## src/design/playfield_pkg.sv

```systemverilog
// package playfield_pkg: video widths, depth codes, group geometry and data types
package playfield_pkg;

    // bus and pixel widths
    localparam int ADDR_W       = 16;               // video memory word address bits
    localparam int WORD_W       = 16;               // memory data bits
    localparam int COLOR_W      = 8;                // colour index bits
    localparam int HRES_W       = 11;               // horizontal counter bits
    localparam int REPEAT_W     = 2;                // h/v repeat count bits

    // group geometry
    localparam int GROUP_PIXELS = 8;                // pixels per fetched group
    localparam int GROUP_WORDS  = 4;                // words per group at 8 bpp

    // AXI read response that the fetcher expects
    localparam logic [1:0] AXI_RESP_OKAY = 2'b00;

    typedef logic [ADDR_W-1:0]  addr_t;             // word address in video memory
    typedef logic [WORD_W-1:0]  word_t;             // one memory word
    typedef logic [COLOR_W-1:0] color_t;            // palette index
    typedef logic [HRES_W-1:0]  hres_t;             // horizontal position

    // up to four words of one group, word 0 in the lowest slot
    typedef word_t [GROUP_WORDS-1:0] group_t;

    // bitmap depth
    typedef enum logic {
        BPP_4 = 1'b0,                               // 2 words per group, nibble pixels
        BPP_8 = 1'b1                                // 4 words per group, byte pixels
    } bpp_t;

endpackage

```

## src/design/scan_ctrl_if.sv

```systemverilog
// interface scan_ctrl_if: pixel-rate strobes from the scan timer to the pixel shifter
`timescale 1ns/1ns

interface scan_ctrl_if;
    logic start_o;                                  // load first group, begin output
    logic advance_o;                                // step to next pixel
    logic reload_o;                                 // with advance on 8th pixel, take next group
    logic active_o;                                 // level, pixels visible

    modport timer (
        output start_o, advance_o, reload_o, active_o
    );

    modport shifter (
        input  start_o, advance_o, reload_o, active_o
    );
endinterface

```

## src/design/word_fetch.sv

```systemverilog
// module word_fetch: AXI4-Lite read master, group register, line start and vertical repeat
`timescale 1ns/1ns

module word_fetch import playfield_pkg::*; (
    input  logic                clk,
    input  logic                reset_i,            // sync, active high
    input  logic                fetch_start_i,      // line fetch begins
    input  logic                end_of_line_i,      // last cycle of the line
    input  logic                end_of_frame_i,     // last line of the frame
    input  logic                blank_i,            // playfield blanked
    input  addr_t               start_addr_i,       // frame start word address
    input  word_t               line_len_i,         // words added per displayed line
    input  bpp_t                bpp_i,              // bitmap depth
    input  logic [REPEAT_W-1:0] v_repeat_i,         // extra copies of each line
    output logic                ar_valid_o,
    output addr_t               ar_addr_o,
    input  logic                ar_ready_i,
    input  logic                r_valid_i,
    input  word_t               r_data_i,
    input  logic [1:0]          r_resp_i,           // not checked, data taken as is
    output logic                r_ready_o,
    output logic                group_valid_o,      // group offered to shifter
    output group_t              group_words_o,
    input  logic                group_ready_i       // shifter buffer empty
);

    typedef enum logic [1:0] {
        ST_IDLE,                                    // no fetching this line
        ST_ADDR,                                    // ar_valid up, wait ar_ready
        ST_DATA,                                    // r_ready up, wait r beat
        ST_OFFER                                    // group complete, wait for shifter
    } fetch_st_t;

    fetch_st_t              state_q;
    addr_t                  addr_q;                 // next word to read
    addr_t                  line_start_q;           // first word of current line
    logic [REPEAT_W-1:0]    v_count_q;              // lines left before advancing
    logic [1:0]             word_idx_q;             // slot for next beat
    group_t                 group_q;                // collected words
    logic                   run_q;                  // fetch enabled for this line
    logic                   restart_q;              // restart held back by outstanding read

    logic                   run_c;
    logic                   restart_c;
    logic                   restart_now_c;
    logic                   last_word_c;

    always_comb begin
        run_c       = fetch_start_i | (run_q & ~end_of_line_i);
        restart_c   = restart_q | fetch_start_i | end_of_line_i;
        // a read in flight must finish first, so only obey on the beat or when quiet
        restart_now_c = restart_c & ((state_q == ST_IDLE) || (state_q == ST_OFFER) ||
                                     ((state_q == ST_DATA) && r_valid_i));
        last_word_c = (bpp_i == BPP_4) ? (word_idx_q == 2'd1)
                                       : (word_idx_q == 2'(GROUP_WORDS - 1));
    end

    assign ar_valid_o    = (state_q == ST_ADDR);
    assign ar_addr_o     = addr_q;
    assign r_ready_o     = (state_q == ST_DATA);        // one read outstanding at most
    assign group_valid_o = (state_q == ST_OFFER);       // drops at once on restart
    assign group_words_o = group_q;

    // read sequencer
    always_ff @(posedge clk) begin
        if (reset_i) begin
            state_q    <= ST_IDLE;
            addr_q     <= '0;
            word_idx_q <= '0;
            run_q      <= 1'b0;
            restart_q  <= 1'b0;
        end else begin
            run_q     <= run_c;
            restart_q <= restart_c & ~restart_now_c;    // keep it until it can be obeyed
            if (restart_now_c) begin
                addr_q     <= line_start_q;             // back to the line start
                word_idx_q <= '0;
                state_q    <= run_c ? ST_ADDR : ST_IDLE;
            end else begin
                case (state_q)
                    ST_ADDR: begin
                        if (ar_ready_i) begin
                            state_q <= ST_DATA;         // address taken
                        end
                    end
                    ST_DATA: begin
                        if (r_valid_i) begin
                            addr_q <= addr_q + 1'b1;
                            if (last_word_c) begin
                                state_q <= ST_OFFER;    // valid rises next cycle
                            end else begin
                                word_idx_q <= word_idx_q + 1'b1;
                                state_q    <= ST_ADDR;
                            end
                        end
                    end
                    ST_OFFER: begin
                        if (group_ready_i) begin
                            word_idx_q <= '0;           // accepted, start next group
                            state_q    <= ST_ADDR;
                        end
                    end
                    default: begin
                        state_q <= ST_IDLE;             // wait for fetch start
                    end
                endcase
            end
        end
    end

    // word capture, slot order follows address order
    always_ff @(posedge clk) begin
        if ((state_q == ST_DATA) && r_valid_i) begin
            group_q[word_idx_q] <= r_data_i;
        end
    end

    // line start and vertical repeat
    always_ff @(posedge clk) begin
        if (reset_i || blank_i || end_of_frame_i) begin
            line_start_q <= start_addr_i;               // top of frame
            v_count_q    <= v_repeat_i;
        end else if (end_of_line_i) begin
            if (v_count_q == '0) begin
                v_count_q    <= v_repeat_i;
                line_start_q <= line_start_q + line_len_i;  // next source line
            end else begin
                v_count_q <= v_count_q - 1'b1;          // repeat same line
            end
        end
    end

endmodule

```

## src/design/scan_timer.sv

```systemverilog
// module scan_timer: scanout window, horizontal repeat and group column strobes
`timescale 1ns/1ns

module scan_timer import playfield_pkg::*; (
    input  logic                clk,
    input  logic                reset_i,
    input  hres_t               h_count_i,          // horizontal position
    input  hres_t               vid_left_i,         // first visible column
    input  hres_t               vid_right_i,        // last visible column + 1
    input  logic                fetch_start_i,      // line fetch begins, arms the window
    input  logic                end_of_line_i,
    input  logic [REPEAT_W-1:0] h_repeat_i,         // extra copies of each pixel
    scan_ctrl_if.timer          ctrl
);

    hres_t                              left_q;     // window edges for this line
    hres_t                              right_q;
    logic                               armed_q;    // fetch started this line
    logic                               start_q;
    logic                               active_q;
    logic [REPEAT_W-1:0]                rep_q;      // cycles left on this pixel
    logic [$clog2(GROUP_PIXELS)-1:0]    col_q;      // pixel within the group

    logic                               start_c;
    logic                               stop_c;
    logic                               advance_c;

    always_comb begin
        start_c   = armed_q && (h_count_i == left_q);
        stop_c    = end_of_line_i || (h_count_i >= right_q);
        advance_c = active_q && !start_q && (rep_q == '0);  // first pixel held through start
    end

    assign ctrl.start_o   = start_q;
    assign ctrl.active_o  = active_q;
    assign ctrl.advance_o = advance_c;
    assign ctrl.reload_o  = advance_c && (col_q == $bits(col_q)'(GROUP_PIXELS - 1));

    always_ff @(posedge clk) begin
        if (reset_i) begin
            left_q   <= '0;
            right_q  <= '0;
            armed_q  <= 1'b0;
            start_q  <= 1'b0;
            active_q <= 1'b0;
            rep_q    <= '0;
            col_q    <= '0;
        end else begin
            if (end_of_line_i) begin
                armed_q <= 1'b0;
            end else if (fetch_start_i) begin
                armed_q <= 1'b1;
                left_q  <= vid_left_i;              // edges held for the whole line
                right_q <= vid_right_i;
            end
            start_q <= start_c;                     // one cycle after h == left
            if (stop_c) begin
                active_q <= 1'b0;                   // right edge or line end wins
            end else if (start_c) begin
                active_q <= 1'b1;
            end
            if (start_q) begin
                rep_q <= h_repeat_i;
                col_q <= '0;
            end else if (advance_c) begin
                rep_q <= h_repeat_i;
                col_q <= col_q + 1'b1;              // wraps after 8th pixel
            end else if (active_q) begin
                rep_q <= rep_q - 1'b1;
            end
        end
    end

endmodule

```

## src/design/pixel_shifter.sv

```systemverilog
// module pixel_shifter: group buffer, depth expansion, pixel shift register and colour output
`timescale 1ns/1ns

module pixel_shifter import playfield_pkg::*; (
    input  logic        clk,
    input  logic        reset_i,
    input  logic        fetch_start_i,              // line start, buffer dropped
    input  bpp_t        bpp_i,
    input  color_t      border_color_i,
    input  color_t      colorbase_i,                // XORed into every index
    input  logic        group_valid_i,
    input  group_t      group_words_i,
    output logic        group_ready_o,
    scan_ctrl_if.shifter ctrl,
    output color_t      color_index_o,
    output logic        scanout_o                   // color_index_o is a visible pixel
);

    localparam int PIX_W = GROUP_PIXELS * COLOR_W;  // 64 bits of indices

    group_t             buf_q;                      // one group waiting
    logic               buf_full_q;
    logic [PIX_W-1:0]   shreg_q;                    // pixel being shown at the top
    logic [PIX_W-1:0]   shreg_c;
    logic [PIX_W-1:0]   expand_c;                   // buffer as eight indices
    logic               take_c;
    logic               accept_c;
    color_t             pixel_c;
    color_t             color_q;
    logic               scanout_q;

    // depth expansion, leftmost pixel in the top byte
    always_comb begin
        if (bpp_i == BPP_4) begin
            expand_c = {4'h0, buf_q[0][15:12], 4'h0, buf_q[0][11:8],
                        4'h0, buf_q[0][7:4],   4'h0, buf_q[0][3:0],
                        4'h0, buf_q[1][15:12], 4'h0, buf_q[1][11:8],
                        4'h0, buf_q[1][7:4],   4'h0, buf_q[1][3:0]};
        end else begin
            expand_c = {buf_q[0], buf_q[1], buf_q[2], buf_q[3]};   // high byte first
        end
    end

    always_comb begin
        take_c   = ctrl.start_o | ctrl.reload_o;    // reload always comes with advance
        accept_c = group_valid_i & ~buf_full_q & ~fetch_start_i;
        if (take_c) begin
            // empty buffer means underrun, show border until a group arrives
            shreg_c = buf_full_q ? expand_c : {GROUP_PIXELS{border_color_i}};
        end else if (ctrl.advance_o) begin
            shreg_c = {shreg_q[PIX_W-COLOR_W-1:0], border_color_i};
        end else begin
            shreg_c = shreg_q;
        end
        pixel_c = ctrl.active_o ? shreg_c[PIX_W-1 -: COLOR_W] : border_color_i;
    end

    assign group_ready_o = ~buf_full_q;
    assign color_index_o = color_q;
    assign scanout_o     = scanout_q;

    always_ff @(posedge clk) begin
        if (reset_i) begin
            buf_full_q <= 1'b0;
            scanout_q  <= 1'b0;
        end else begin
            scanout_q <= ctrl.active_o;             // same delay as color_q
            if (fetch_start_i) begin
                buf_full_q <= 1'b0;
            end else if (accept_c) begin
                buf_full_q <= 1'b1;                 // only when empty, so no take clash
            end else if (take_c) begin
                buf_full_q <= 1'b0;
            end
        end
    end

    always_ff @(posedge clk) begin
        if (accept_c) begin
            buf_q <= group_words_i;
        end
        shreg_q <= shreg_c;
        color_q <= pixel_c ^ colorbase_i;           // new index one cycle after strobe
    end

endmodule

```

## src/design/playfield_top.sv

```systemverilog
// module playfield_top: bitmap playfield with AXI4-Lite read port and pixel output
`timescale 1ns/1ns

module playfield_top import playfield_pkg::*; (
    input  logic                clk,
    input  logic                reset_i,
    // line timing
    input  hres_t               h_count_i,
    input  logic                fetch_start_i,
    input  logic                end_of_line_i,
    input  logic                end_of_frame_i,
    // window and colour
    input  hres_t               vid_left_i,
    input  hres_t               vid_right_i,
    input  color_t              border_color_i,
    input  color_t              colorbase_i,
    // addressing
    input  addr_t               start_addr_i,
    input  word_t               line_len_i,
    // mode
    input  bpp_t                bpp_i,
    input  logic [REPEAT_W-1:0] h_repeat_i,
    input  logic [REPEAT_W-1:0] v_repeat_i,
    input  logic                blank_i,
    // AXI4-Lite read channels
    output logic                ar_valid_o,
    output addr_t               ar_addr_o,
    input  logic                ar_ready_i,
    input  logic                r_valid_i,
    input  word_t               r_data_i,
    input  logic [1:0]          r_resp_i,
    output logic                r_ready_o,
    // pixels
    output color_t              color_index_o,
    output logic                scanout_o
);

    logic   group_valid;                            // fetcher -> shifter handshake
    logic   group_ready;
    group_t group_words;

    scan_ctrl_if ctrl_if ();

    word_fetch word_fetch_i (
        .clk            (clk),
        .reset_i        (reset_i),
        .fetch_start_i  (fetch_start_i),
        .end_of_line_i  (end_of_line_i),
        .end_of_frame_i (end_of_frame_i),
        .blank_i        (blank_i),
        .start_addr_i   (start_addr_i),
        .line_len_i     (line_len_i),
        .bpp_i          (bpp_i),
        .v_repeat_i     (v_repeat_i),
        .ar_valid_o     (ar_valid_o),
        .ar_addr_o      (ar_addr_o),
        .ar_ready_i     (ar_ready_i),
        .r_valid_i      (r_valid_i),
        .r_data_i       (r_data_i),
        .r_resp_i       (r_resp_i),
        .r_ready_o      (r_ready_o),
        .group_valid_o  (group_valid),
        .group_words_o  (group_words),
        .group_ready_i  (group_ready)
    );

    scan_timer scan_timer_i (
        .clk            (clk),
        .reset_i        (reset_i),
        .h_count_i      (h_count_i),
        .vid_left_i     (vid_left_i),
        .vid_right_i    (vid_right_i),
        .fetch_start_i  (fetch_start_i),
        .end_of_line_i  (end_of_line_i),
        .h_repeat_i     (h_repeat_i),
        .ctrl           (ctrl_if.timer)
    );

    pixel_shifter pixel_shifter_i (
        .clk            (clk),
        .reset_i        (reset_i),
        .fetch_start_i  (fetch_start_i),
        .bpp_i          (bpp_i),
        .border_color_i (border_color_i),
        .colorbase_i    (colorbase_i),
        .group_valid_i  (group_valid),
        .group_words_i  (group_words),
        .group_ready_o  (group_ready),
        .ctrl           (ctrl_if.shifter),
        .color_index_o  (color_index_o),
        .scanout_o      (scanout_o)
    );

endmodule

```

## config.mk

```make
export PLATFORM = sky130hd
export DESIGN_NAME = playfield_top
export DESIGN_NICKNAME = d
export VERILOG_FILES = /design/src/design/playfield_pkg.sv /design/src/design/scan_ctrl_if.sv /design/src/design/word_fetch.sv /design/src/design/scan_timer.sv /design/src/design/pixel_shifter.sv /design/src/design/playfield_top.sv
export SDC_FILE = /design/constraint.sdc
export NUM_CORES = 1
export LEC_CHECK = 0
export BUFFER_PORTS_ARGS = -buffer_cell sky130_fd_sc_hd__buf_2
export CELL_PAD_IN_SITES_DETAIL_PLACEMENT = 1
export CELL_PAD_IN_SITES_GLOBAL_PLACEMENT = 1
export CORE_MARGIN = 2
export CORE_UTILIZATION = 47
export CTS_CLUSTER_DIAMETER = 50
export DETAILED_ROUTE_END_ITERATION = 10
export PLACE_DENSITY_LB_ADDON = 0.25
export SLEW_MARGIN = 20
export SYNTH_ARGS = -nofsm -noshare
export SYNTH_HDL_FRONTEND = slang
export SYNTH_SLANG_ARGS = --single-unit
```

## constraint.sdc

```tcl
create_clock -name clk -period 9.21 [get_ports clk]
set_input_delay 2.763 -clock clk [delete_from_list [all_inputs] [get_ports clk]]
set_output_delay 2.763 -clock clk [all_outputs]
set_load 0.005 [all_outputs]
```

==> reports/metrics.cfg <==
[status]
outcome = finished clean

[timing]
period_needed_ps = 4700
hold_ws_ps = 414
rsz0062_at_grt = no
setup_ws_ps = 4510
setup_viol = 0
final.setup.tns_ps = 0
fmax_ghz = 0.213
worst-slew-pin-transition_ps = 1070
relSlewSlack_pct = 28.4
hold_violations = 0
period_share_pct = 51.0
finClkSkew_ps = 19.7
drv_slew = 0

[cts]
cts_max_level = 2
clk_latency_ps = 520
cts_resized = 0
cts_made_buffers = 37
clk_path_buf_depth = 3
cts_tree = yes
post_cts_buffers = 0
cts_sinks = 272
ctsRootBufferMaster = clkbuf_16
cts.clk_slew.worst_paths_ps = 60
hold_buffers = 0

[synth]
ys_warn_count = 0
avgSynthCellArea_um2 = 11.8
synth_top_area_share_pct = 50.8
synth-edff-count = 202
synth-main-ff-cell = edfxtp_1
syn_area_um2 = 12000
yosys.area.top_type = edfxtp_1
synth_seq_cells = 272
async_flop_share_pct = 0
yosys-top-cells-area = edfxtp_1 51%, dfxtp_1 12%, nand2_1 5.1%
syn_inst = 1016
synth-seq-area-share_pct = 62.5
synth_cell_types = 63
syn-num-nets = 1167

[grt]
grt_pass1_vias = 8688
grt_pass1_wl_mm = 48.3
grt_max_degree = 65
grt.total_usage_pct = 23.3
gr-total-overflow = 0
antenna_found_initial = 1

[pwr]
seqPwrFrac_pct = 45.0
internal_power_mw = 2.32
p_total_mw = 3.08
power.density_nw_per_um2 = 218
power_leakage_nw = 5.28
vdd_drop_max_mv = 0.140
clkPwrFrac_pct = 46.4
swShare_pct = 24.5
switching_power_mw = 0.753
combinationalPowerShare_pct = 8.7

[worst_hold_path]
min_from = word_fetch_i.group_words_o[40]$_DFFE_PP_
hold_class = flip-flop to flip-flop

[placed_design]
numPortBuffers = 136
dp_slack_ps = 4040
dp_hpwl_mm = 20.5
gp_congestion = 0.834

[worst_setup_path]
critPathMaxFanout = 34
worstSetupPathType = input port to flip-flop
cp.required_ps = 9610
cp_cell_sequence = buf_2, buf_4, and2_1, a211oi_1, a21oi_1, mux2i_1, xnor2_1
endpoint_kind = flip-flop
cp_num_buf_inv = 2
crit_path_top_delay_cell = and2_1
r2r_start = scan_timer_i.ctrl.active_o$_SDFFE_PP0P_
cp_slowest_stage_delay_ps = 920
worst_setup_path_start_kind = input port
cp.arrival_ps = 5100
crit_family = simple AND/OR/NAND/NOR gates
cp-startpoint = bpp_i

[floorplanning]
die_height_um = 163
die_w_um = 163
start_util_pct = 47.6
die_area_um2 = 26700
core_area_um2 = 25100
pin_count = 139
row_count = 58

[route]
drtAntennaViolNets = 0
drt-pass1-iter-count = 5
vias = 8396
drt_iter0_markers = 614
routed_wl_mm = 30.8
wl_per_cell_um = 20.4
routed_via_density = 5.58
drc = 0

[finish]
drive_above_1_share_pct = 18.7
layout.nets = 1299
diodes = 0
area_growth_pct = 18.2

[job]
cap_violations = 0

-- area by class of cell --
| type | instances | area (µm²) |
|---|---|---|
| flip-flops and latches | 272 | 7470 |
| clock inverters | 25 | 253 |
| multi-input cells | 670 | 4190 |
| inverters | 23 | 86.3 |
| clock buffers | 42 | 987 |
| well taps | 330 | 413 |
| repair buffers | 144 | 741 |
| fillers | 2645 | 11000 |
-- state kept, by name, summed over array words and instances, names as in the netlist --
| signal | count |
|---|---|
| word_fetch_i.restart_q | 1 |
| pixel_shifter_i.buf_full_q | 1 |
| word_fetch_i.group_words_o | 64 |
| word_fetch_i.run_q | 1 |
| scan_timer_i.ctrl.active_o | 1 |
| pixel_shifter_i.buf_q | 64 |
| scan_timer_i.left_q | 11 |
| scan_timer_i.armed_q | 1 |
| pixel_shifter_i.shreg_q | 64 |
| word_fetch_i.state_q | 2 |
| scan_timer_i.ctrl.start_o | 1 |
| scan_timer_i.col_q | 3 |
| pixel_shifter_i.color_index_o | 8 |
| scan_timer_i.rep_q | 2 |
| word_fetch_i.word_idx_q | 2 |
| pixel_shifter_i.scanout_o | 1 |
| word_fetch_i.ar_addr_o | 16 |
| scan_timer_i.right_q | 11 |
| word_fetch_i.v_count_q | 2 |
| word_fetch_i.line_start_q | 16 |
-- power groups by stage --
stage | sequential (mW) | clock (mW) | combinational, mW
3_3_place_gp | 1.41 | 0 | 0.254
3_5_place_dp | 1.41 | 0 | 0.263
2_1_floorplan | 1.40 | 0 | 0.170
5_1_grt | 1.39 | 1.50 | 0.300
4_1_cts | 1.38 | 1.45 | 0.267
6_report | 1.38 | 1.43 | 0.266
-- cells in the mapped netlist, types with 2 or more instances --
cell and number:
ha_1 38, a21o_1 9, o21a_1 2, a31oi_1 8, inv_1 23, nor2b_1 12
nor2_2 3, edfxtp_1 202, o22ai_1 6, nor3_2 2, nand2b_1 4, a21oi_1 86
nor4b_1 2, a211oi_1 10, and3_1 7, a222oi_1 4, nor3b_1 3, o211ai_1 2
nor2_1 46, o31ai_1 3, or3_1 2, o21bai_1 3, mux2i_1 44, nand4_1 15
dfxtp_1 70, and2_1 5, xnor2_1 18, a22oi_1 2, a22o_1 28, nand2_1 163
nor4_1 6, buf_2 16, buf_1 4, buf_4 2, clkbuf_1 28, o2111ai_1 2
o21ai_0 60, xor2_1 19, nand3b_1 6, nand3_1 9, nor3_1 20
-- routing by layer --
| layer | global-route usage, % | routed length [µm] | share of wire [%] |
|---|---|---|---|
| met5 | 0 | 11 | 0.036 |
| met2 | 37.8 | 14600 | 48 |
| met3 | 3.66 | 1520 | 4.9 |
| met4 | 6.30 | 501 | 1.6 |
| met1 | 32.7 | 14100 | 46 |
-- worst reg2reg max path, stage by stage, from the launching register on --
cell and delay (ps):
dfxtp_1 890, nand2_1 420, nor3_4 200, buf_4 480, o21bai_2 360, nand2_1 170, o21ai_0 130
-- path summary, 6_finish.rpt --
check,to,slack [ps],cells past startpoint
hold / removal,pixel_shifter_i.buf_q[40]$_DFFE_PP_,410,0
setup / recovery,pixel_shifter_i.color_index_o[4]$_DFF_P_,4510,7
hold reg to reg,pixel_shifter_i.buf_q[40]$_DFFE_PP_,410,0
setup reg to reg,pixel_shifter_i.shreg_q[0]$_DFFE_PP_,6400,6
-- through the flow --
step,instance area [µm²],instances,util (%)
floorplan,12000,1016,-
global placement,12900,1439,51.3
detailed placement,12900,1439,51.3
CTS,14100,1506,56.3
global route,14100,1506,56.3
finish,14100,1506,56.3
-- layout by cell type, fill, tap and decap left out, types with 12 or more instances in the layout --
cell type and count:
nor2_1 46, nand2_1 162, edfxtp_1 202, ha_1 38
mux2i_1 44, a22o_1 28, a21oi_1 86, clkbuf_16 39
nand4_1 15, nor2b_1 12, xor2_1 19, nor3_1 20
inv_1 23, buf_2 136, xnor2_1 18, dfxtp_1 70
o21ai_0 60
-- logic make-up after synthesis --
logic type	count (synthesis)	share of synthesized area [%]
compound gates	239	12.5
xor+xnor	37	2.71
fa+ha+maj	39	4.15
buf+inv	74	2.62
flops	272	62.5
mux	44	3.69
simple gates	311	11.9
No activity file was read; power rests on OpenSTA's default activity.
